## src/logic/tone_macros.svh

```systemverilog
`ifndef TONE_MACROS_SVH
`define TONE_MACROS_SVH

// synthesizer size, two DAC pairs with four tones summed into each
`define TONE_PAIRS 2
`define TONES_PER_PAIR 4
`define TONE_COUNT (`TONE_PAIRS * `TONES_PER_PAIR)

// one DAC word carries four copies of the same sample
`define SAMPLE_W 16
`define DAC_W (4 * `SAMPLE_W)

// phase accumulator and table index
`define PHASE_W 32
`define LUT_BITS 6

// local-bus address map
// tone registers sit at 0..15, even is frequency and odd is amplitude
`define ADDR_W 5
`define ADDR_SCRATCH 16

`endif

```

## src/logic/tone_sum.sv

```systemverilog
`timescale 1ns/1ps
`include "tone_macros.svh"

module tone_sum (
	input logic dsp,
	input logic rst_n,
	input logic signed [`SAMPLE_W-1:0] tone_x [`TONES_PER_PAIR],
	input logic signed [`SAMPLE_W-1:0] tone_y [`TONES_PER_PAIR],
	output logic [`DAC_W-1:0] dac_x,
	output logic [`DAC_W-1:0] dac_y
);

	localparam int HALF = `TONES_PER_PAIR / 2;
	localparam int LANES = `DAC_W / `SAMPLE_W;

	logic signed [`SAMPLE_W-1:0] part_x_d [2];
	logic signed [`SAMPLE_W-1:0] part_y_d [2];
	logic signed [`SAMPLE_W-1:0] part_x [2];
	logic signed [`SAMPLE_W-1:0] part_y [2];
	logic signed [`SAMPLE_W-1:0] sum_x;
	logic signed [`SAMPLE_W-1:0] sum_y;

	// ~~~~~~~~~~~~~~~~~~~~~~~~~~~~~~~~~~~~~~~~~~~~~~~~~~~~~~~~~~~~~~~~~~~~~~~~~~
	// stage 1, two partial sums per channel
	// ~~~~~~~~~~~~~~~~~~~~~~~~~~~~~~~~~~~~~~~~~~~~~~~~~~~~~~~~~~~~~~~~~~~~~~~~~~
	// every add stays 16 bits wide so overflow wraps like the DAC expects
	always_comb begin
		part_x_d[0] = '0;
		part_x_d[1] = '0;
		part_y_d[0] = '0;
		part_y_d[1] = '0;
		for (int j = 0; j < `TONES_PER_PAIR; j++) begin
			if (j < HALF) begin
				part_x_d[0] = part_x_d[0] + tone_x[j];
				part_y_d[0] = part_y_d[0] + tone_y[j];
			end else begin
				part_x_d[1] = part_x_d[1] + tone_x[j];
				part_y_d[1] = part_y_d[1] + tone_y[j];
			end
		end
	end

	always_ff @(posedge dsp) begin
		part_x <= part_x_d;
		part_y <= part_y_d;
	end

	// ~~~~~~~~~~~~~~~~~~~~~~~~~~~~~~~~~~~~~~~~~~~~~~~~~~~~~~~~~~~~~~~~~~~~~~~~~~
	// stage 2, final sum
	// ~~~~~~~~~~~~~~~~~~~~~~~~~~~~~~~~~~~~~~~~~~~~~~~~~~~~~~~~~~~~~~~~~~~~~~~~~~
	always_ff @(posedge dsp) begin
		if (!rst_n) begin
			sum_x <= '0;
			sum_y <= '0;
		end else begin
			sum_x <= part_x[0] + part_x[1];
			sum_y <= part_y[0] + part_y[1];
		end
	end

	// the same sample goes out in every lane of the word
	assign dac_x = {LANES{sum_x}};
	assign dac_y = {LANES{sum_y}};

endmodule

```

## config.mk

```make
export PLATFORM = sky130hd
export DESIGN_NAME = tone_sum
export DESIGN_NICKNAME = d
export VERILOG_FILES = /design/src/logic/tone_sum.sv
export VERILOG_INCLUDE_DIRS = /design/src /design/src/logic
export SDC_FILE = /design/constraint.sdc
export NUM_CORES = 1
export LEC_CHECK = 0
export BUFFER_PORTS_ARGS = -buffer_cell sky130_fd_sc_hd__buf_2
export CAP_MARGIN = 20
export CORE_UTILIZATION = 55
export CTS_BUF_LIST = sky130_fd_sc_hd__clkbuf_16
export DETAILED_ROUTE_END_ITERATION = 7
export GPL_ROUTABILITY_DRIVEN = 0
export PLACE_DENSITY = 0.95
export SYNTH_ARGS = -nofsm -noshare
export SYNTH_HDL_FRONTEND = slang
export SYNTH_SLANG_ARGS = --single-unit
```

## constraint.sdc

```tcl
create_clock -name dsp -period 5.88 [get_ports dsp]
set_clock_uncertainty 0.1 [all_clocks]
set_input_delay 0.588 -clock dsp [delete_from_list [all_inputs] [get_ports dsp]]
set_output_delay 0.588 -clock dsp [all_outputs]
set_load 0.02 [all_outputs]
```

-- After elaboration in Yosys (flattened, before gate mapping)
Cells that the tools add are included.
- output and inout bits: 128
- input port bits: 130
- word-level logic and storage cells: 12
- flip-flop bits (word level): 96
- $add $sub $neg: 6
- operators by type and width (operator ; number):
    adder 16 bit ; 6

-- Depth between registers and ports, before layout
- depth after elaboration: 1
- gate-level depth with buffers: 8
- mapped depth without buffers: 8

-- Worst setup path before layout
No wires, ideal clock.
- path kind: input port to flip-flop
- from: input tone_y[32] (netlist name)
- to: register part_y[30] (netlist name)
- required time: 5.660 ns
- slack: 3.385 ns
- stages on the path: 8
- path buffers: 0
- setup time: 0.120 ns
- arrival: 2.275 ns
- cell sequence: ha_1 > fa_1 > a21o_1 > nand3_1 > a31oi_1 > a211o_1 > o21ba_2 > xor2_1
- RTL lines (element ; RTL line ; text):
    start: declaration ; tone_sum.sv:8 ; input logic signed [`SAMPLE_W-1:0] tone_y [`TONES_PER_PAIR],
    end signal: assignment ; tone_sum.sv:45 ; part_y <= part_y_d;
    end: declaration ; tone_sum.sv:19 ; logic signed [`SAMPLE_W-1:0] part_y [2];

-- Worst setup path after layout
- from: register part_y[0] (netlist name)
- to: register sum_y[14]
- longest elaborated chain between the ends: 1
- RTL lines (element ; RTL line ; text):
    adder 16 bit ; tone_sum.sv:57 ; sum_y <= part_y[0] + part_y[1];
    end signal: assignment ; tone_sum.sv:57 ;
    end: declaration ; tone_sum.sv:21 ; logic signed [`SAMPLE_W-1:0] sum_y;
No other way between the ends.
A chain may end at the register's enable or synchronous reset.

==> metrics.md <==
| Metric | Value |
|---|---|
| Run status | completed |
| # setup viols final | 0 |
| HPWL after DPL | 13200 microns |
| Synth top area share | 0.276 |
| Maximum clock frequency | 0.377 GHz |
| Final Max Slew Viols | 0 |
| Synth warnings | 0 |
| Synth Register Bits | 96 |
| CTS buffer count | 9 |
| Switching pwr | 1.46 mW |
| Required time worst endpoint | 6.04 ns |
| Largest net degree at the start of global routing | 23 |
| WL final | 16000 microns |
| Hold_buf cts | 0 |
| Worst EP arrival | 2.82 ns |
| Hold Slack | 0.367 ns |
| Unrepaired setup endpoints after global routing | false |
| Die area | 13100 sq um |
| HP Class | input port to register |
| Mapped Cells | 792 |
| Bufs on Longest Clock Path | 2 |
| Total Power | 3.30 mW |
| Gr ovfl total | 0 |
| Pint | 1.84 mW |
| Initial DRC Count | 359 |
| Syn_nets | 1018 |
| Die height | 114 microns |
| Number of global-route vias before repair | 5768 |
| Core ar. | 12200 sq um |
| Top post-synthesis cells by count | buf_4, dfxtp_1, ha_1, a21oi_1, nor2_1 |
| CTS Root Cell | clkbuf_16 |
| Clk_lat worst skew | 0.34 ns |
| Final setup TNS | 0 ns |
| Finished Cell Area | 7970 sq um |
| Async S/R FF share, synth | 0 |
| Port buffer count | 257 |
| Depth of the CTS H-tree | 3 |
| Syn Area/Cell | 8.79 sq um |
| ANT nets after route | 0 |
| Postcts setup bufs | 0 |
| Io pins | 258 |
| Relative slew slack | 0.506 |
| First-pass GRT wire length | 24700 microns |
| Vias | 6276 |
| Sw Share | 0.443 |
| Layout cell share with drive strength beyond 1 | 0.288 |
| Slew at the pin closest to its max-slew limit | 0.740 ns |
| Leakage | 3.98 nW |
| Cell Area, Placed | 7710 sq um |
| Max VDD drop | 0.000171 V |
| Layout fillers | 995 |
| Starting Density | 0.572 |
| Ys flop type | dfxtp_1 |
| Leading area contributor after synthesis | dfxtp_1 |
| Critical path startpoint category | register |
| CTS Sinks | 96 |
| Cell Pwr Density | 414 nW/um^2 |
| Vias per Instance | 5.57 |
| Reg power frac | 0.287 |
| Fin crit share | 0.451 |
| Initial antenna violation count | 0 |
| # rows | 40 |
| Unique masters post-synth | 52 |
| CTS tree | built |
| Clock share of power | 0.164 |
| Final core utilization | 0.656 |
| Area added between synthesis and finish | 14.6% |
| Antenna cell count | 0 |
| Top cells by area, synth | dfxtp_1, ha_1, buf_4 |
| Nets | 1184 |
| Minimum clock period | 2.65 ns |
| CP max FO | 3 |
| Combinational share of power | 0.549 |
| WS Path Type | register to register |
| Total GRT Usage | 0.238 |
| Syn Std Cell Area | 6960 sq um |
| DIE WIDTH | 114 microns |
| Router iterations before antenna repair | 5 |
| Number of remaining DRC errors | 0 |
| Resized Gates After CTS | 0 |
| WL/cell | 14.2 microns |
| Number of synthesized flops with an enable pin | 0 |
| Sequential area share after synthesis | 0.276 |
| Max capacitance violation total | 0 |
| Fin. Hold Viols | 0 |
| Clock-pin slew on the worst setup and hold paths | 0.06 ns |
| Critical Path End Type | register |
## layout make-up
class,instances,area (sq um),share of cell area
clock buffers,9,225,0.0282
well taps,168,210,0.0264
repair buffers,257,1290,0.161
inverters,17,63.8,0.00800
flip-flops and latches,96,1920,0.241
clock inverters,3,38.8,0.00486
multi-input cells,577,4230,0.530
## power groups by stage
stage	sequential, mW	clock (mW)	combinational [mW]
after global routing	0.975	0.572	1.97
after floorplan	1.05	0	1.50
after global placement	0.956	0	1.75
after CTS	0.953	0.545	1.80
after detailed placement	0.965	0	1.80
final	0.950	0.540	1.81
## registers in the layout, summed over array words and instances, names as in the netlist
signal	cells
sum_x	16
sum_y	16
part_y	32
part_x	32
## metal layers
metal,global-route usage,part of all wire,vias to the layer above
met3,0.0397,0.059,37
li1,-,-,3095
met5,0,0,-
met2,0.478,0.53,271
met4,0.106,0.027,0
met1,0.237,0.38,2873
## logic make-up (layout without fill, tap and decap cells)
kind of cell               Yosys count  in the layout  synth area share
muxes                                4              4           0.00575
and+or+nand+nor                    185            185             0.128
xor gates and xnor gates            68             68            0.0856
adders and majority gates           96             96             0.179
DFF                                 96             96             0.276
buffers and inverters              119            286             0.116
AOI/OAI and AO/OA                  224            224             0.209
## cell usage in the layout (no fill, tap or decap), types with 10 or more instances in the layout
cell type / netlist / layout
and2_1: 10 / 10
a21oi_1: 67 / 67
buf_2: 1 / 257
a211oi_1: 18 / 18
inv_1: 17 / 18
nor3_1: 11 / 11
nand3_1: 25 / 25
o21ai_0: 41 / 41
nor2_1: 52 / 52
o21a_1: 14 / 14
ha_1: 90 / 90
a21o_1: 20 / 20
xor2_1: 26 / 26
xnor2_1: 42 / 42
dfxtp_1: 96 / 96
nand2_1: 41 / 41
## per-stage QoR
| stage | setup slack, ns | std cells |
|---|---|---|
| floorplan | 3.38 | 792 |
| global placement | 3.07 | 1115 |
| detailed placement | 3.01 | 1115 |
| CTS | 3.20 | 1127 |
| global route | 3.03 | 1127 |
| finish | 3.23 | 1127 |
## final timing paths
path / depth (start not counted) / startpoint / slack [ns] / to
max: 8 / part_y[0]$_DFF_P_ / 3.23 / sum_y[14]$_SDFF_PN0_
min reg2reg: 2 / part_y[16]$_DFF_P_ / 0.45 / sum_y[0]$_SDFF_PN0_
max reg2reg: 8 / part_y[0]$_DFF_P_ / 3.23 / sum_y[14]$_SDFF_PN0_
min: 2 / tone_y[48] / 0.37 / part_y[16]$_DFF_P_
## critical path, stage by stage (launching register included)
cell and delay [ns]:
dfxtp_1 0.32, ha_1 0.23, fa_1 0.41, a21oi_1 0.17, nor2b_1 0.08, a311o_1 0.40
a221o_1 0.39, a31oi_1 0.26, mux2i_1 0.21
Power figures use the tool's default switching activity.
