$ cat config.mk
export PLATFORM = sky130hd
export DESIGN_NAME = dlo
export DESIGN_NICKNAME = d
export VERILOG_FILES = /design/src/logic/tone_pkg.sv /design/src/logic/dlo.sv
export VERILOG_INCLUDE_DIRS = /design/src /design/src/logic
export SDC_FILE = /design/constraint.sdc
export NUM_CORES = 2
export LEC_CHECK = 0
export BUFFER_PORTS_ARGS = -buffer_cell sky130_fd_sc_hd__buf_2
export CAP_MARGIN = 20
export CORE_UTILIZATION = 62
export CTS_CLUSTER_DIAMETER = 120
export DETAILED_ROUTE_END_ITERATION = 8
export GPL_TIMING_DRIVEN = 0
export PLACE_DENSITY = 0.8
export SYNTH_ARGS = -nofsm -noshare
export SYNTH_HDL_FRONTEND = slang
export SYNTH_SLANG_ARGS = --single-unit
$ cat constraint.sdc
create_clock -name dsp -period 17.4 [get_ports dsp]
set_input_delay 2.61 -clock dsp [delete_from_list [all_inputs] [get_ports dsp]]
set_output_delay 2.61 -clock dsp [all_outputs]
set_load 0.02 [all_outputs]
$ cat src/logic/tone_macros.svh
`ifndef TONE_MACROS_SVH
`define TONE_MACROS_SVH

// synthesizer size, two DAC pairs with four tones summed into each
`define TONE_PAIRS 2
`define TONES_PER_PAIR 4
`define TONE_COUNT (`TONE_PAIRS * `TONES_PER_PAIR)

// one DAC word carries four copies of the same sample
`define SAMPLE_W 16
`define DAC_W (4 * `SAMPLE_W)

// phase accumulator and table index
`define PHASE_W 32
`define LUT_BITS 6

// local-bus address map
// tone registers sit at 0..15, even is frequency and odd is amplitude
`define ADDR_W 5
`define ADDR_SCRATCH 16

`endif

$ cat src/logic/tone_pkg.sv
`include "tone_macros.svh"

package tone_pkg;

	typedef enum logic [1:0] {
		LB_IDLE  = 2'd0,
		LB_WRITE = 2'd1,
		LB_READ  = 2'd2
	} lb_op_e;

	// address bit 0 picks the field inside one tone
	typedef enum logic {
		FIELD_FREQ = 1'b0,
		FIELD_AMP  = 1'b1
	} reg_field_e;

	// number of table entries in a quarter turn
	localparam int QUARTER = 1 << (`LUT_BITS - 2);

	// first quadrant of round(32767*cos(2*pi*k/64)), k from 0 to 16
	function automatic logic signed [`SAMPLE_W-1:0] cos_quarter(
		input logic [`LUT_BITS-2:0] k
	);
		case (k)
			5'd0: return 16'sd32767;
			5'd1: return 16'sd32609;
			5'd2: return 16'sd32137;
			5'd3: return 16'sd31356;
			5'd4: return 16'sd30273;
			5'd5: return 16'sd28898;
			5'd6: return 16'sd27245;
			5'd7: return 16'sd25329;
			5'd8: return 16'sd23170;
			5'd9: return 16'sd20787;
			5'd10: return 16'sd18204;
			5'd11: return 16'sd15446;
			5'd12: return 16'sd12539;
			5'd13: return 16'sd9512;
			5'd14: return 16'sd6393;
			5'd15: return 16'sd3212;
			default: return 16'sd0;
		endcase
	endfunction

	// the other three quadrants come from mirroring and negating the first
	function automatic logic signed [`SAMPLE_W-1:0] cos_entry(
		input logic [`LUT_BITS-1:0] i
	);
		logic [`LUT_BITS-2:0] k_up;
		logic [`LUT_BITS-2:0] k_dn;
		k_up = {1'b0, i[`LUT_BITS-3:0]};
		k_dn = QUARTER[`LUT_BITS-2:0] - k_up;
		case (i[`LUT_BITS-1 -: 2])
			2'd0: return cos_quarter(k_up);
			2'd1: return -cos_quarter(k_dn);
			2'd2: return -cos_quarter(k_up);
			default: return cos_quarter(k_dn);
		endcase
	endfunction

endpackage

$ cat src/logic/dlo.sv
`timescale 1ns/1ps
`include "tone_macros.svh"

module dlo (
	input logic dsp,
	input logic rst_n,
	input logic phase_clr,
	input logic [`PHASE_W-1:0] freq,
	input logic signed [`SAMPLE_W-1:0] amp,
	output logic signed [`SAMPLE_W-1:0] x,
	output logic signed [`SAMPLE_W-1:0] y
);

	logic [`PHASE_W-1:0] phase;
	logic [`LUT_BITS-1:0] idx_cos;
	logic [`LUT_BITS-1:0] idx_sin;
	logic signed [`SAMPLE_W-1:0] cos_q;
	logic signed [`SAMPLE_W-1:0] sin_q;
	logic signed [`SAMPLE_W-1:0] amp_q;
	logic signed [2*`SAMPLE_W-1:0] prod_x;
	logic signed [2*`SAMPLE_W-1:0] prod_y;

	// ~~~~~~~~~~~~~~~~~~~~~~~~~~~~~~~~~~~~~~~~~~~~~~~~~~~~~~~~~~~~~~~~~~~~~~~~~~
	// phase accumulator
	// ~~~~~~~~~~~~~~~~~~~~~~~~~~~~~~~~~~~~~~~~~~~~~~~~~~~~~~~~~~~~~~~~~~~~~~~~~~
	always_ff @(posedge dsp) begin
		if (!rst_n) begin
			phase <= '0;
		end else if (phase_clr) begin
			phase <= '0;
		end else begin
			phase <= phase + freq;
		end
	end

	// sine lags cosine by a quarter turn of the table
	assign idx_cos = phase[`PHASE_W-1 -: `LUT_BITS];
	assign idx_sin = idx_cos - tone_pkg::QUARTER[`LUT_BITS-1:0];

	// ~~~~~~~~~~~~~~~~~~~~~~~~~~~~~~~~~~~~~~~~~~~~~~~~~~~~~~~~~~~~~~~~~~~~~~~~~~
	// stage 1, table lookup
	// ~~~~~~~~~~~~~~~~~~~~~~~~~~~~~~~~~~~~~~~~~~~~~~~~~~~~~~~~~~~~~~~~~~~~~~~~~~
	// amp travels with the lookup so both factors belong to the same phase
	always_ff @(posedge dsp) begin
		cos_q <= tone_pkg::cos_entry(idx_cos);
		sin_q <= tone_pkg::cos_entry(idx_sin);
		amp_q <= amp;
	end

	// ~~~~~~~~~~~~~~~~~~~~~~~~~~~~~~~~~~~~~~~~~~~~~~~~~~~~~~~~~~~~~~~~~~~~~~~~~~
	// stage 2, amplitude scaling
	// ~~~~~~~~~~~~~~~~~~~~~~~~~~~~~~~~~~~~~~~~~~~~~~~~~~~~~~~~~~~~~~~~~~~~~~~~~~
	assign prod_x = amp_q * cos_q;
	assign prod_y = amp_q * sin_q;

	// taking bits 30 down to 15 is the arithmetic shift right by 15
	always_ff @(posedge dsp) begin
		if (!rst_n) begin
			x <= '0;
			y <= '0;
		end else begin
			x <= prod_x[2*`SAMPLE_W-2 -: `SAMPLE_W];
			y <= prod_y[2*`SAMPLE_W-2 -: `SAMPLE_W];
		end
	end

	// a restart lands on phase zero no matter what freq was
	a_phase_restart: assert property (@(posedge dsp) disable iff (!rst_n)
		phase_clr |=> (phase == '0));

endmodule

# == Yosys cells after proc, flatten, opt, wreduce, memory -nomap -nowiden ==
# Memory sizes are Yosys's and may differ from the RTL's. A register that Yosys moved wholly into a read port is not among the register bits.
# Index checks and enable logic that the tools add are counted.
# op_classes
bitwise,1
mux,12
n_addsub,8
multipliers,2
reduce_logical,3
eq_ne,4
# ops
op,n
$mux W16,8
$pmux W16 S3,2
$neg A16 Y16,4
$mul A16 B16 Y31,2
$add A32 B32 Y32,1
$sub A5 B4 Y5 const A,2
$mux W4,2
$sub A6 B5 Y6 const B,1
$eq A2 B1 Y1 const B,2
$eq A2 B2 Y1 const B,2
$logic_not A2 Y1,2
$reduce_or A2 Y1,1
$not A1 Y1,1
# totals
in_bits,51
romBits,1920
regBits,112
output_inout_bits,32
elab_cells,44
n_memories,8
# memory_table
name,words,word_bits,read_ports,rd_ports_with_merged_regs,write_ports,line_no,source
(name not given),16,15,1,1,0,tone_pkg.sv:24,case (k)
(name not given),16,15,1,0,0,tone_pkg.sv:24,
(name not given),16,15,1,1,0,tone_pkg.sv:24,
(name not given),16,15,1,0,0,tone_pkg.sv:24,
(name not given),16,15,1,0,0,tone_pkg.sv:24,
(name not given),16,15,1,0,0,tone_pkg.sv:24,
2 more memories,n/a,n/a,n/a,n/a,n/a,n/a,

# == Longest topological paths before layout ==
# An unclocked memory read counts as a cell.
# logic_depth
word_depth,7
depth_mapped,25
mapped_depth_nobuf,23

# == Least setup slack after synthesis ==
# Ideal clock, no wire load.
# synth_path
path_type,register to register
startpoint,register amp_q[15]
endpoint,register x[11]
period_less_slack_ns,6.429
required_time_ns,17.284
path_slack_ns,10.971
n_path_buf,2
stages_incl_launch_ff,24
t_arrival_ns,6.313
setup_time_ns,0.116
path_cell_list,dfxtp_1 clkbuf_1 clkbuf_1 nand2_1 inv_1 fa_1 inv_1 fa_1 inv_1 fa_1 fa_1 fa_1 inv_1 fa_1 inv_1 ha_1 and4_1 a221o_1 a21o_1 a21o_1 a41oi_2 nor2b_1 or3_1 and3_1
# synth_between
elab_chain_cells,1
# synth_rtl
item,line_no,source
"start, declared",dlo.sv:19,logic signed [`SAMPLE_W-1:0] amp_q;
"start signal, assigned",dlo.sv:47,amp_q <= amp;
$mul A16 B16 Y31,dlo.sv:53,assign prod_x = amp_q * cos_q;
"end signal, assigned",dlo.sv:62,x <= prod_x[2*`SAMPLE_W-2 -: `SAMPLE_W];
"end, declared",dlo.sv:10,"output logic signed [`SAMPLE_W-1:0] x,"
# No other way between the ends.
# A chain may end at the register's enable or synchronous reset.

# == Worst setup path in the final report ==
# layout_path
startpoint,register amp_q[9]
endpoint,register x[15]
# The elaborated chain is that of the path after synthesis.

==> impl_metrics.toml <==
[setup_path]
crit_family = "adder cells"
critPathBufInv = 4
required_ps = 17750
crit_type = "reg2reg"
worst_setup_path_start_kind = "register"
cp_max_fo = 11
crit_top_cell = "fa_1"
endpoint = "x[15]"
r2r_end = "x[15]"
cp.depth = 22
worstRegToRegCells = 22
cp_cell_sequence = "clkbuf_1, nand2_1, fa_1, fa_1, fa_1, inv_1, fa_1, fa_1, inv_1, fa_1, inv_1, ha_1, a211o_1, a2111oi_2, o211ai_1, a2111oi_0, nor2_1, a41oi_2, o211ai_1, a21oi_1, xnor2_1, nor2_1"
reg2reg_slack_ps = 9630
critical_path.reg2reg.startpoint = "amp_q[9]"
slowest_stage = "clkbuf_1"
max_stage_delay_ps = 870
cp.arrival_ps = 8110
cp-end-kind = "register"
setup.worst_path.start = "amp_q[9]"

[floorplanning]
num_io_pins = 83
die-area_um2 = 42000
start_util_pct = 63.5
coreArea_um2 = 40200
rows = 73
dieHeight_um = 205
die_w_um = 205

[detailed_routing]
drc = 0
vias_per_cell = 5.77
first_pass_iters = 9
wl_per_cell_um = 20.3
drt-total-wl_mm = 71.2
drtIter0Drc = 1495
vias = 20200
drtAntennaViolNets = 0

[sta]
tns_ps = 0
worst_slew_pin_slew_ps = 1110
setup_slack_ps = 9630
hold_viol = 0
finClkSkew_ps = 23.2
final_max_slew_viol_count = 0
grt_setup_unrepaired = "false"
finalSetupViolCount = 0
maxSlewHeadroom_pct = 26.2
fin_crit_ps = 7770
fin_crit_sh_pct = 44.6
timing.fmax_mhz = 129

[synth]
synth_seq_cells = 127
netlist_top_cells_count = "inv_1, fa_1, nand2_1"
yosysUniqueCellTypes = 85
yosysMostFrequentCell = "inv_1"
syn_inst = 2861
async_flop_share_pct = 0
synth_edf_count = 0
synthDominantCellAreaShare_pct = 40.1
ys_top_cells_by_area = "fa_1, dfxtp_1, ha_1"
syn_area_um2 = 25500
yosysTopAreaCell = "fa_1"
avgSynthCellArea_um2 = 8.92
synth_nets = 3626
yosysWarnings = 0
synthFlopType = "dfxtp_1"
ys_seq_area_share_pct = 9.97

[cts]
cts_buffer_depth = 2
cts-resized-gates = 0
h-tree-depth = 4
cts_inserted_buffers = 17
cts.clk_slew.worst_paths_ps = 70
ctsHoldBuffers = 0
cts_sinks = 127
clock_latency_ps = 490
post-cts-setup-buffer-count = 0
cts_tree = "done"
cts_root_buffer = "clkbuf_16"

[finish]
regArea_um2 = 2540
multi_input_area_um2 = 20300
syn_to_final_growth_pct = 6.47
fillerInstances = 3299
num-nets-final = 3727
drive_above_1_share_pct = 5.62

[grt]
grtUsageTotal_pct = 36.6
antenna_found_initial = 5
grt_pass1_wl_mm = 115
grt_max_degree = 17
grt_pass1_vias = 21700
grt_overflow = 0

[worst_hold_path]
min_path_cells = 2
min_path_type = "reg2reg"

[placed_design]
gp_congestion = 0.981
hpwlAfterDp_mm = 58.2
pre_cts_ws_ps = 9670
port_buffers = 82

[outcome]
status = "completed"

[run]
cap_violations = 0
==> cells by family (layout without fill, tap and decap cells) <==
logic type | after synthesis | count (layout) | share of synthesized area, %
other | 0 | 1 | 0
flip-flops | 127 | 127 | 9.97
XOR/XNOR | 82 | 82 | 3.02
AND/OR/NAND/NOR | 876 | 876 | 16.7
multiplexers | 12 | 12 | 0.790
buffers and inverters | 711 | 824 | 10.6
AO/OA/AOI/OAI | 339 | 339 | 8.83
adder cells (fa/ha/maj) | 714 | 714 | 50.1
==> worst min path at each step <==
stage	start	end
final	phase[0]	phase[0]
after global routing	phase[0]	phase[0]
after CTS	phase[0]	phase[0]
after detailed placement	phase[0]	phase[0]
after global placement	phase[0]	phase[0]
after floorplan	register	cos_q[0]
==> cell usage in the layout, fill, tap and decap left out, drive strengths merged, types with 7 or more instances in the layout <==
cell	count
and2	246
a21oi	94
clkinv	7
clkbuf	131
nor2	161
a211oi	17
a211o	7
dfxtp	127
nor3	32
o21a	19
inv	585
a32oi	8
o21ai	83
nand2	328
and3	8
nand2b	23
a31oi	11
nand3	21
ha	203
a21o	26
or2	7
nor2b	18
fa	511
o211ai	13
buf	97
xnor2	55
xor2	26
==> layout make-up <==
| type | count | area share (%) |
|---|---|---|
| Antenna cell | 1 | 0.00921 |
| Tap cell | 525 | 2.42 |
| Buffer | 129 | 1.95 |
| Clock buffer | 17 | 1.57 |
| Sequential cell | 127 | 9.36 |
| Timing Repair Buffer | 82 | 1.51 |
| Multi-Input combinational cell | 2023 | 74.6 |
| Clock inverter | 14 | 0.571 |
| Inverter | 582 | 8.04 |
==> metal layers <==
layer  global-route usage [%]  part of all wire, %  wire, µm
met1                     44.9                   38     27000
met2                     60.9                   48     34300
met3                     6.87                  7.9      5610
met4                     19.9                  6.0      4240
met5                        0                    0         0
==> stage by stage <==
stage	hold WS, ps	std cells	cell area [µm²]	utilization (%)
floorplan	492	2861	25500	-
global placement	529	3468	26600	66.1
detailed placement	552	3468	26600	66.1
CTS	568	3499	27200	67.6
global route	580	3499	27200	67.6
finish	564	3500	27200	67.6
==> worst reg2reg max path, cell delays in order, from the launching register on <==
cell and delay (ps):
dfxtp_1 510, clkbuf_1 870, nand2_1 160, fa_1 500, fa_1 460, fa_1 540, inv_1 50, fa_1 430
fa_1 510, inv_1 50, fa_1 480, inv_1 40, ha_1 280, a211o_1 380, a2111oi_2 340, o211ai_1 320
a2111oi_0 500, nor2_1 240, a41oi_2 360, o211ai_1 210, a21oi_1 210, xnor2_1 140, nor2_1 60
Power is not shown: default switching activity piles up to over one toggle a cycle in this logic, so the estimate is an artifact.
