`config.mk`:
```
export PLATFORM = sky130hd
export DESIGN_NAME = lb_regmap_flat
export DESIGN_NICKNAME = d
export VERILOG_FILES = /design/src/logic/tone_pkg.sv /design/src/logic/tone_cfg_if.sv /design/src/logic/lb_regmap.sv /design/src/flat_wrapper.sv
export VERILOG_INCLUDE_DIRS = /design/src /design/src/logic
export SDC_FILE = /design/constraint.sdc
export NUM_CORES = 1
export LEC_CHECK = 0
export BUFFER_PORTS_ARGS = -buffer_cell sky130_fd_sc_hd__buf_2
export CAP_MARGIN = 20
export CORE_MARGIN = 2
export CORE_UTILIZATION = 40
export DETAILED_ROUTE_END_ITERATION = 10
export PLACE_DENSITY = 0.58
export SYNTH_ARGS = -nofsm -noshare
export SYNTH_HDL_FRONTEND = slang
export SYNTH_SLANG_ARGS = --single-unit
```
`constraint.sdc`:
```
create_clock -name dsp -period 2.95 [get_ports dsp]
set_input_delay 0.4425 -clock dsp [delete_from_list [all_inputs] [get_ports dsp]]
set_output_delay 0.4425 -clock dsp [all_outputs]
set_load 0.02 [all_outputs]
```
`src/logic/tone_macros.svh`:
```
`ifndef TONE_MACROS_SVH
`define TONE_MACROS_SVH

// synthesizer size, two DAC pairs with four tones summed into each
`define TONE_PAIRS 2
`define TONES_PER_PAIR 4
`define TONE_COUNT (`TONE_PAIRS * `TONES_PER_PAIR)

// one DAC word carries four copies of the same sample
`define SAMPLE_W 16
`define DAC_W (4 * `SAMPLE_W)

// phase accumulator and table index
`define PHASE_W 32
`define LUT_BITS 6

// local-bus address map
// tone registers sit at 0..15, even is frequency and odd is amplitude
`define ADDR_W 5
`define ADDR_SCRATCH 16

`endif

```
`src/logic/tone_pkg.sv`:
```
`include "tone_macros.svh"

package tone_pkg;

	typedef enum logic [1:0] {
		LB_IDLE  = 2'd0,
		LB_WRITE = 2'd1,
		LB_READ  = 2'd2
	} lb_op_e;

	// address bit 0 picks the field inside one tone
	typedef enum logic {
		FIELD_FREQ = 1'b0,
		FIELD_AMP  = 1'b1
	} reg_field_e;

	// number of table entries in a quarter turn
	localparam int QUARTER = 1 << (`LUT_BITS - 2);

	// first quadrant of round(32767*cos(2*pi*k/64)), k from 0 to 16
	function automatic logic signed [`SAMPLE_W-1:0] cos_quarter(
		input logic [`LUT_BITS-2:0] k
	);
		case (k)
			5'd0: return 16'sd32767;
			5'd1: return 16'sd32609;
			5'd2: return 16'sd32137;
			5'd3: return 16'sd31356;
			5'd4: return 16'sd30273;
			5'd5: return 16'sd28898;
			5'd6: return 16'sd27245;
			5'd7: return 16'sd25329;
			5'd8: return 16'sd23170;
			5'd9: return 16'sd20787;
			5'd10: return 16'sd18204;
			5'd11: return 16'sd15446;
			5'd12: return 16'sd12539;
			5'd13: return 16'sd9512;
			5'd14: return 16'sd6393;
			5'd15: return 16'sd3212;
			default: return 16'sd0;
		endcase
	endfunction

	// the other three quadrants come from mirroring and negating the first
	function automatic logic signed [`SAMPLE_W-1:0] cos_entry(
		input logic [`LUT_BITS-1:0] i
	);
		logic [`LUT_BITS-2:0] k_up;
		logic [`LUT_BITS-2:0] k_dn;
		k_up = {1'b0, i[`LUT_BITS-3:0]};
		k_dn = QUARTER[`LUT_BITS-2:0] - k_up;
		case (i[`LUT_BITS-1 -: 2])
			2'd0: return cos_quarter(k_up);
			2'd1: return -cos_quarter(k_dn);
			2'd2: return -cos_quarter(k_up);
			default: return cos_quarter(k_dn);
		endcase
	endfunction

endpackage

```
`src/logic/tone_cfg_if.sv`:
```
`timescale 1ns/1ps
`include "tone_macros.svh"

interface tone_cfg_if;

	// per-tone phase increment, added to the accumulator every dsp cycle
	logic [`PHASE_W-1:0] freq [`TONE_COUNT];

	// per-tone signed scale, 32767 is close to full scale
	logic signed [`SAMPLE_W-1:0] amp [`TONE_COUNT];

	// one-cycle restart strobe for all tones of a pair
	logic [`TONE_PAIRS-1:0] phase_clr;

	modport regmap (
		output freq,
		output amp,
		output phase_clr
	);

	modport osc (
		input freq,
		input amp,
		input phase_clr
	);

endinterface

```
`src/logic/lb_regmap.sv`:
```
`timescale 1ns/1ps
`include "tone_macros.svh"

module lb_regmap (
	input logic dsp,
	input logic rst_n,
	input tone_pkg::lb_op_e lb_op,
	input logic [`ADDR_W-1:0] lb_addr,
	input logic [31:0] lb_wdata,
	output logic [31:0] lb_rdata,
	output logic lb_rvalid,
	tone_cfg_if.regmap cfg
);

	localparam int IDX_W = $clog2(`TONE_COUNT);

	logic [`PHASE_W-1:0] freq_r [`TONE_COUNT];
	logic signed [`SAMPLE_W-1:0] amp_r [`TONE_COUNT];
	logic [31:0] scratch;
	logic [`TONE_PAIRS-1:0] phase_clr_r;
	logic [`TONE_PAIRS-1:0] freq_wr_pair;
	logic [31:0] rd_mux;
	logic wr_en;
	logic is_tone;
	logic is_scratch;
	logic [IDX_W-1:0] tone_idx;
	tone_pkg::reg_field_e field;

	// ~~~~~~~~~~~~~~~~~~~~~~~~~~~~~~~~~~~~~~~~~~~~~~~~~~~~~~~~~~~~~~~~~~~~~~~~~~
	// address decode
	// ~~~~~~~~~~~~~~~~~~~~~~~~~~~~~~~~~~~~~~~~~~~~~~~~~~~~~~~~~~~~~~~~~~~~~~~~~~
	assign wr_en = (lb_op == tone_pkg::LB_WRITE);
	assign is_tone = (lb_addr < `ADDR_W'(2 * `TONE_COUNT));
	assign is_scratch = (lb_addr == `ADDR_W'(`ADDR_SCRATCH));
	assign tone_idx = lb_addr[IDX_W:1];
	assign field = tone_pkg::reg_field_e'(lb_addr[0]);

	// a frequency write restarts every oscillator of the pair it belongs to
	always_comb begin
		freq_wr_pair = '0;
		if (wr_en && is_tone && field == tone_pkg::FIELD_FREQ) begin
			freq_wr_pair[tone_idx / `TONES_PER_PAIR] = 1'b1;
		end
	end

	// ~~~~~~~~~~~~~~~~~~~~~~~~~~~~~~~~~~~~~~~~~~~~~~~~~~~~~~~~~~~~~~~~~~~~~~~~~~
	// configuration registers
	// ~~~~~~~~~~~~~~~~~~~~~~~~~~~~~~~~~~~~~~~~~~~~~~~~~~~~~~~~~~~~~~~~~~~~~~~~~~
	always_ff @(posedge dsp) begin
		if (!rst_n) begin
			for (int i = 0; i < `TONE_COUNT; i++) begin
				freq_r[i] <= '0;
				amp_r[i] <= '0;
			end
			scratch <= '0;
			phase_clr_r <= '0;
		end else begin
			phase_clr_r <= freq_wr_pair;
			if (wr_en && is_tone) begin
				if (field == tone_pkg::FIELD_FREQ) begin
					freq_r[tone_idx] <= lb_wdata;
				end else begin
					amp_r[tone_idx] <= lb_wdata[`SAMPLE_W-1:0];
				end
			end
			if (wr_en && is_scratch) begin
				scratch <= lb_wdata;
			end
		end
	end

	assign cfg.freq = freq_r;
	assign cfg.amp = amp_r;
	assign cfg.phase_clr = phase_clr_r;

	// ~~~~~~~~~~~~~~~~~~~~~~~~~~~~~~~~~~~~~~~~~~~~~~~~~~~~~~~~~~~~~~~~~~~~~~~~~~
	// read-back, one cycle after the read strobe
	// ~~~~~~~~~~~~~~~~~~~~~~~~~~~~~~~~~~~~~~~~~~~~~~~~~~~~~~~~~~~~~~~~~~~~~~~~~~
	always_comb begin
		rd_mux = '0;
		if (is_tone) begin
			if (field == tone_pkg::FIELD_FREQ) begin
				rd_mux = freq_r[tone_idx];
			end else begin
				rd_mux = {{(32 - `SAMPLE_W){1'b0}}, amp_r[tone_idx]};
			end
		end else if (is_scratch) begin
			rd_mux = scratch;
		end
	end

	always_ff @(posedge dsp) begin
		if (!rst_n) begin
			lb_rvalid <= 1'b0;
		end else begin
			lb_rvalid <= (lb_op == tone_pkg::LB_READ);
		end
	end

	always_ff @(posedge dsp) begin
		if (lb_op == tone_pkg::LB_READ) begin
			lb_rdata <= rd_mux;
		end
	end

	// a restart strobe lasts a single cycle
	for (genvar p = 0; p < `TONE_PAIRS; p++) begin : g_clr_chk
		a_clr_single: assert property (@(posedge dsp) disable iff (!rst_n)
			phase_clr_r[p] |=> !phase_clr_r[p]);
	end

	a_rvalid_follows_read: assert property (@(posedge dsp) disable iff (!rst_n)
		(lb_op == tone_pkg::LB_READ) |=> lb_rvalid);

	a_rvalid_needs_read: assert property (@(posedge dsp) disable iff (!rst_n)
		lb_rvalid |-> $past(lb_op == tone_pkg::LB_READ));

endmodule

```
`src/flat_wrapper.sv`:
```
// flat-port wrapper written by rule: the top's interface ports become plain ports
module lb_regmap_flat 
  (dsp, rst_n, lb_op, lb_addr, lb_wdata, lb_rdata, lb_rvalid, cfg_freq, cfg_amp, cfg_phase_clr);
  tone_cfg_if cfg_i ();
  input logic dsp;
  input logic rst_n;
  input tone_pkg::lb_op_e lb_op;
  input logic [`ADDR_W-1:0] lb_addr;
  input logic [31:0] lb_wdata;
  output logic [31:0] lb_rdata;
  output logic lb_rvalid;
  output wire logic [$bits(cfg_i.freq)-1:0] cfg_freq;
  output wire logic [$bits(cfg_i.amp)-1:0] cfg_amp;
  output wire logic [$bits(cfg_i.phase_clr)-1:0] cfg_phase_clr;
  assign cfg_freq = {>>{cfg_i.freq}};
  assign cfg_amp = {>>{cfg_i.amp}};
  assign cfg_phase_clr = cfg_i.phase_clr;
  lb_regmap u_core (.dsp(dsp), .rst_n(rst_n), .lb_op(lb_op), .lb_addr(lb_addr), .lb_wdata(lb_wdata), .lb_rdata(lb_rdata), .lb_rvalid(lb_rvalid), .cfg(cfg_i));
endmodule
```
# Word level (Yosys, flattened, before mapping)
# Cells that the tools add are included.
# totals
ff_bits	451
input_bits	41
out_inout_bits	419
# classes
reduce_logical	8
order_cmp	5
n_eq_ne	3
muxes	17
bitwise	2
# ops
operator	n
$bwmux 256	1
$mux 32	6
$bwmux 128	1
$bmux 32 s3	1
$demux 32 s3	1
$bmux 16 s3	1
$demux 16 s3	1
$mux 16	3
$reduce_and 2->1	3
$eq 5x5->1 const B	1
$logic_and 1x1->1	5
$lt 5x5->1 const B	1
$ge 4x4->1 const B	1
$lt 4x1->1 const B	1
$not 3->4	1
$eq 2x1->1 const B	1
$eq 2x2->1 const B	1
$lt 1x2->1 const B	1
$demux 1 s1	1
$ge 1x1->1 const B	1
$mux 1	1
$not 1->1	1

# Logic depth before layout (Yosys ltp)
# logic_depth
ltp_word	6
ltp_mapped	8
ltp_nobuf	4

# Least setup slack after synthesis
# No wires, ideal clock.
# synth_path
path_type	in2reg
startpoint	input lb_op[0]
endpoint	register u_core.lb_rdata[0], enable pin
t_required_ps	2524
setup_ps	426
n_path_buf	0
slack_ps	609
t_arrival_ps	1915
stages	1
cell_sequence	nor2b_1
# synth_via
elab_chain_len	1
# synth_rtl
element	line_no	text
start, declared	flat_wrapper.sv:7	input tone_pkg::lb_op_e lb_op;
$eq 2x2->1	lb_regmap.sv:101	if (lb_op == tone_pkg::LB_READ) begin
end signal, assigned	lb_regmap.sv:102	lb_rdata <= rd_mux;
end, declared	lb_regmap.sv:10	output logic [31:0] lb_rdata,
# No other way between the ends.
# A chain may end at the register's enable or synchronous reset.

# Worst setup path after layout
# layout_path
startpoint	input lb_addr[2]
endpoint	register u_core.lb_rdata[8] (data pin)
# layout_via
elab_chain_len	6
# layout_rtl
element	line_no	text
start, declared	flat_wrapper.sv:8	input logic [`ADDR_W-1:0] lb_addr;
$not 3->4 (not written as such)	lb_regmap.sv:83, lb_regmap.sv:85	
$bmux 32 s3 or $bmux 16 s3 (tied branches)	lb_regmap.sv:83, lb_regmap.sv:85	
$mux 32 (not written as such) or $mux 16 (tied branches) (2 in series)	lb_regmap.sv:83, lb_regmap.sv:85	
$mux 32	lb_regmap.sv:82	if (field == tone_pkg::FIELD_FREQ) begin
$mux 32 (*)	lb_regmap.sv:81	if (is_tone) begin
via u_core.rd_mux[8]	lb_regmap.sv:22	logic [31:0] rd_mux;
# The timed path passes the listed nets; every way through them passes the cells marked *. The select of a mux whose other input is x is not followed.

==> summary.md <==
| Metric | Value |
|---|---|
| Final Cycle Share | 72.8% |
| CTS clk-pin slew, worst paths | 60 ps |
| Required @ worst endpoint | 3260 ps |
| Main synth FF type | dfxtp_1 |
| Maximum VDD drop | 0.365 mV |
| CTS Root Cell | clkbuf_16 |
| Endpoint with the worst hold slack | u_core.cfg.freq[155] |
| Vias in the first global route | 17900 |
| Worst-path maximum fanout | 35 |
| Fill count | 4718 |
| Post-Layout Cell Count | 3309 |
| Max-Cap Viols | 0 |
| LEAKAGE | 10.3 nW |
| Hold Startpoint | lb_wdata[27] |
| Cell count after placement | 3217 |
| GP Congestion | 0.903 |
| Cell row count | 82 |
| Crit path cell chain | buf_4, buf_4, mux2i_1, o2bb2ai_1, a211oi_1, a221oi_1 |
| CTS tree | built |
| PwrDens | 547 nW/µm² |
| Fmax | 466 MHz |
| Top-count cell post-synth | nand2_1 |
| Core Util, Final | 50.0% |
| Syn Std Cell Area | 20300 µm² |
| Worst hold path type | in -> reg |
| Die width | 229 µm |
| EDFF count, synth | 32 |
| Final Critical Period | 2150 ps |
| Violation count after the first detailed-route iteration | 1658 |
| Sw power | 3.37 mW |
| Max Slew Vio Count | 0 |
| Overall power | 13.7 mW |
| Design Area, Final | 25100 µm² |
| Post-synthesis instance total | 2226 |
| CORE AREA | 50200 µm² |
| H-tree levels | 2 |
| Max incr delay on CP | 610 ps |
| First-pass GRT wire length | 124000 µm |
| CTS Buf Count | 51 |
| Clk buf depth | 3 |
| Fin. Hold Viols | 0 |
| Internal reg-to-reg setup slack | 1170 ps |
| Die area | 52600 µm² |
| RSZ-0062 raised after global routing | false |
| Area contributors post-synth | dfxtp_1 41%, nand2_1 11%, a21boi_0 8.9% |
| Drt wl/cell | 26.2 µm |
| Nets | 2639 |
| Critical path class | in -> reg |
| Drt pass-1 iters | 6 |
| Slew @ Worst Pin | 908 ps |
| Vias per cell | 5.65 |
| GRT Overall Usage | 31.7% |
| Clk_skew | 26.7 ps |
| Worst slew margin | 39.5% |
| Status | completed |
| Layout cells sized above 1 | 27.3% |
| Final setup fails | 0 |
| Die extent in y | 229 µm |
| Commonest cells post-synth | 609 x nand2_1, 419 x dfxtp_1, 240 x a21boi_0 |
| HPWL Detailed | 59600 µm |
| Area Growth Syn to Fin | 23.6% |
| DRC Markers | 0 |
| CP delay by family, top | buffers and inverters |
| Synth async-reset ratio | 0% |
| Initial Util | 40.5% |
| I/O Buffers | 459 |
| R2r startpoint | u_core.cfg.freq[111] |
| Critical Path Slowest Stage Cell | a211oi_1 |
| Post-route ant nets | 0 |
| Synth cell types | 60 |
| Crit start category | primary input |
| Combinational power share | 7.2% |
| I/O pin count | 460 |
| Worst path arrival time | 2460 ps |
| Yosys reg bits | 451 |
| Kind of end point of the critical path | flop |
| Clock Sinks | 451 |
| Worst r2r path cells | 5 |
| Worst Path Buf+Inv | 2 |
| Yosys warns | 0 |
| R2r endpoint | u_core.lb_rdata[15] |
| Global route overflow | 0 |
| Post-DP Area | 23400 µm² |
| Post-synth top area share | 41.3% |
| Via count | 18700 |
| Crit-path most repeated cell | buf_4 |
| Largest net degree at the start of global routing | 144 |
| Hold path depth | 3 |
| Setup bufs post-CTS | 0 |
| Cell taking the most area after synthesis | dfxtp_1 |
| Sw frac | 24.5% |
| Int Pwr | 10.4 mW |
| Mapped Nets | 2267 |
| Hold buffer count at CTS | 0 |
| Resized Gates After CTS | 0 |
| Flop pwr share | 45.5% |
| Sequential element share of the synthesized area | 46.0% |
| Setup TNS | 0 ps |
| Routed WL | 86600 µm |
| Worst-Skew Late Latency | 610 ps |
| Clock power frac | 47.3% |
| Initial antenna violation count | 1 |
| Syn_area_per_cell | 9.12 µm² |
==> state kept, by name (all words and copies together), names as in the netlist <==
register,count
u_core.cfg.freq,256
u_core.cfg.amp,128
u_core.lb_rdata,32
u_core.scratch,32
u_core.cfg.phase_clr,2
u_core.lb_rvalid,1
==> worst reg2reg max path, delay by kind of cell (launching register included) <==
family | cells | cell delay, ps
buffers and inverters | 1 | 240
AOI/OAI and AO/OA | 3 | 760
and+or+nand+nor | 1 | 190
DFF | 1 | 320
==> final cells by class <==
class	count	area (µm²)	area share [%]
antenna	1	2.50	0.00997
clock buffer	81	1620	6.47
clock inverter	10	96.3	0.384
inverter	2	7.51	0.0299
multi-input combinational	1542	10000	40.0
sequential	451	9350	37.3
tap	672	841	3.35
timing repair buffer	550	3120	12.4
==> placed cells by master, fill, tap and decap left out, types with 14 or more instances in the layout <==
master,netlist,layout
a221oi_1,84,84
nand2_1,609,609
clkbuf_16,0,54
buf_4,13,84
nor2_1,20,17
o21ai_0,14,14
edfxtp_1,32,32
clkbuf_8,0,17
a22o_1,26,26
nor2b_1,136,132
a21boi_0,240,240
mux2i_1,162,162
mux2_2,26,26
a21boi_1,48,48
a21oi_1,15,15
buf_2,62,455
dfxtp_1,419,419
==> layer usage <==
| layer | track usage, % | up-vias | part of all wire (%) |
|---|---|---|---|
| met1 | 39.9 | 9198 | 40 |
| met2 | 51.5 | 896 | 47 |
| met4 | 14.2 | 0 | 4.3 |
| li1 | - | 8420 | - |
| met3 | 7.47 | 185 | 8.7 |
| met5 | 0 | - | 0 |
==> power by group through the flow <==
stage | clock [mW] | sequential (mW) | combinational (mW)
2_1_floorplan | 0 | 6.42 | 0.525
3_3_place_gp | 0 | 6.38 | 0.962
3_5_place_dp | 0 | 6.38 | 0.968
4_1_cts | 6.59 | 6.25 | 0.970
5_1_grt | 6.82 | 6.25 | 1.02
6_report | 6.49 | 6.25 | 0.985
==> worst max-delay path by stage <==
stage / start / endpoint / slack [ps] / cells past startpoint
after floorplan: lb_op[0] / u_core.lb_rdata[0] / 610 / 1
after global placement: lb_addr[2] / u_core.lb_rdata[3] / 170 / 6
after detailed placement: lb_addr[2] / u_core.lb_rdata[8] / 220 / 6
after CTS: lb_addr[2] / u_core.lb_rdata[8] / 860 / 6
after global routing: lb_addr[2] / u_core.lb_rdata[8] / 760 / 6
final: lb_addr[2] / u_core.lb_rdata[8] / 800 / 6
==> logic make-up (layout without fill, tap and decap cells) <==
group                  count (synthesis)  in the layout  synth area share (%)
and+or+nand+nor                      838            838                  18.9
muxes                                200            200                  10.8
buffers and inverters                233            643                  5.14
other                                  0              1                     0
AOI/OAI and AO/OA                    504            504                  19.2
DFF                                  451            451                  46.0
==> per-stage QoR <==
step	hold WS, ps	setup slack [ps]
floorplan	439	609
global placement	448	171
detailed placement	459	217
CTS	142	859
global route	173	761
finish	162	802
No activity file was read; power rests on OpenSTA's default activity.
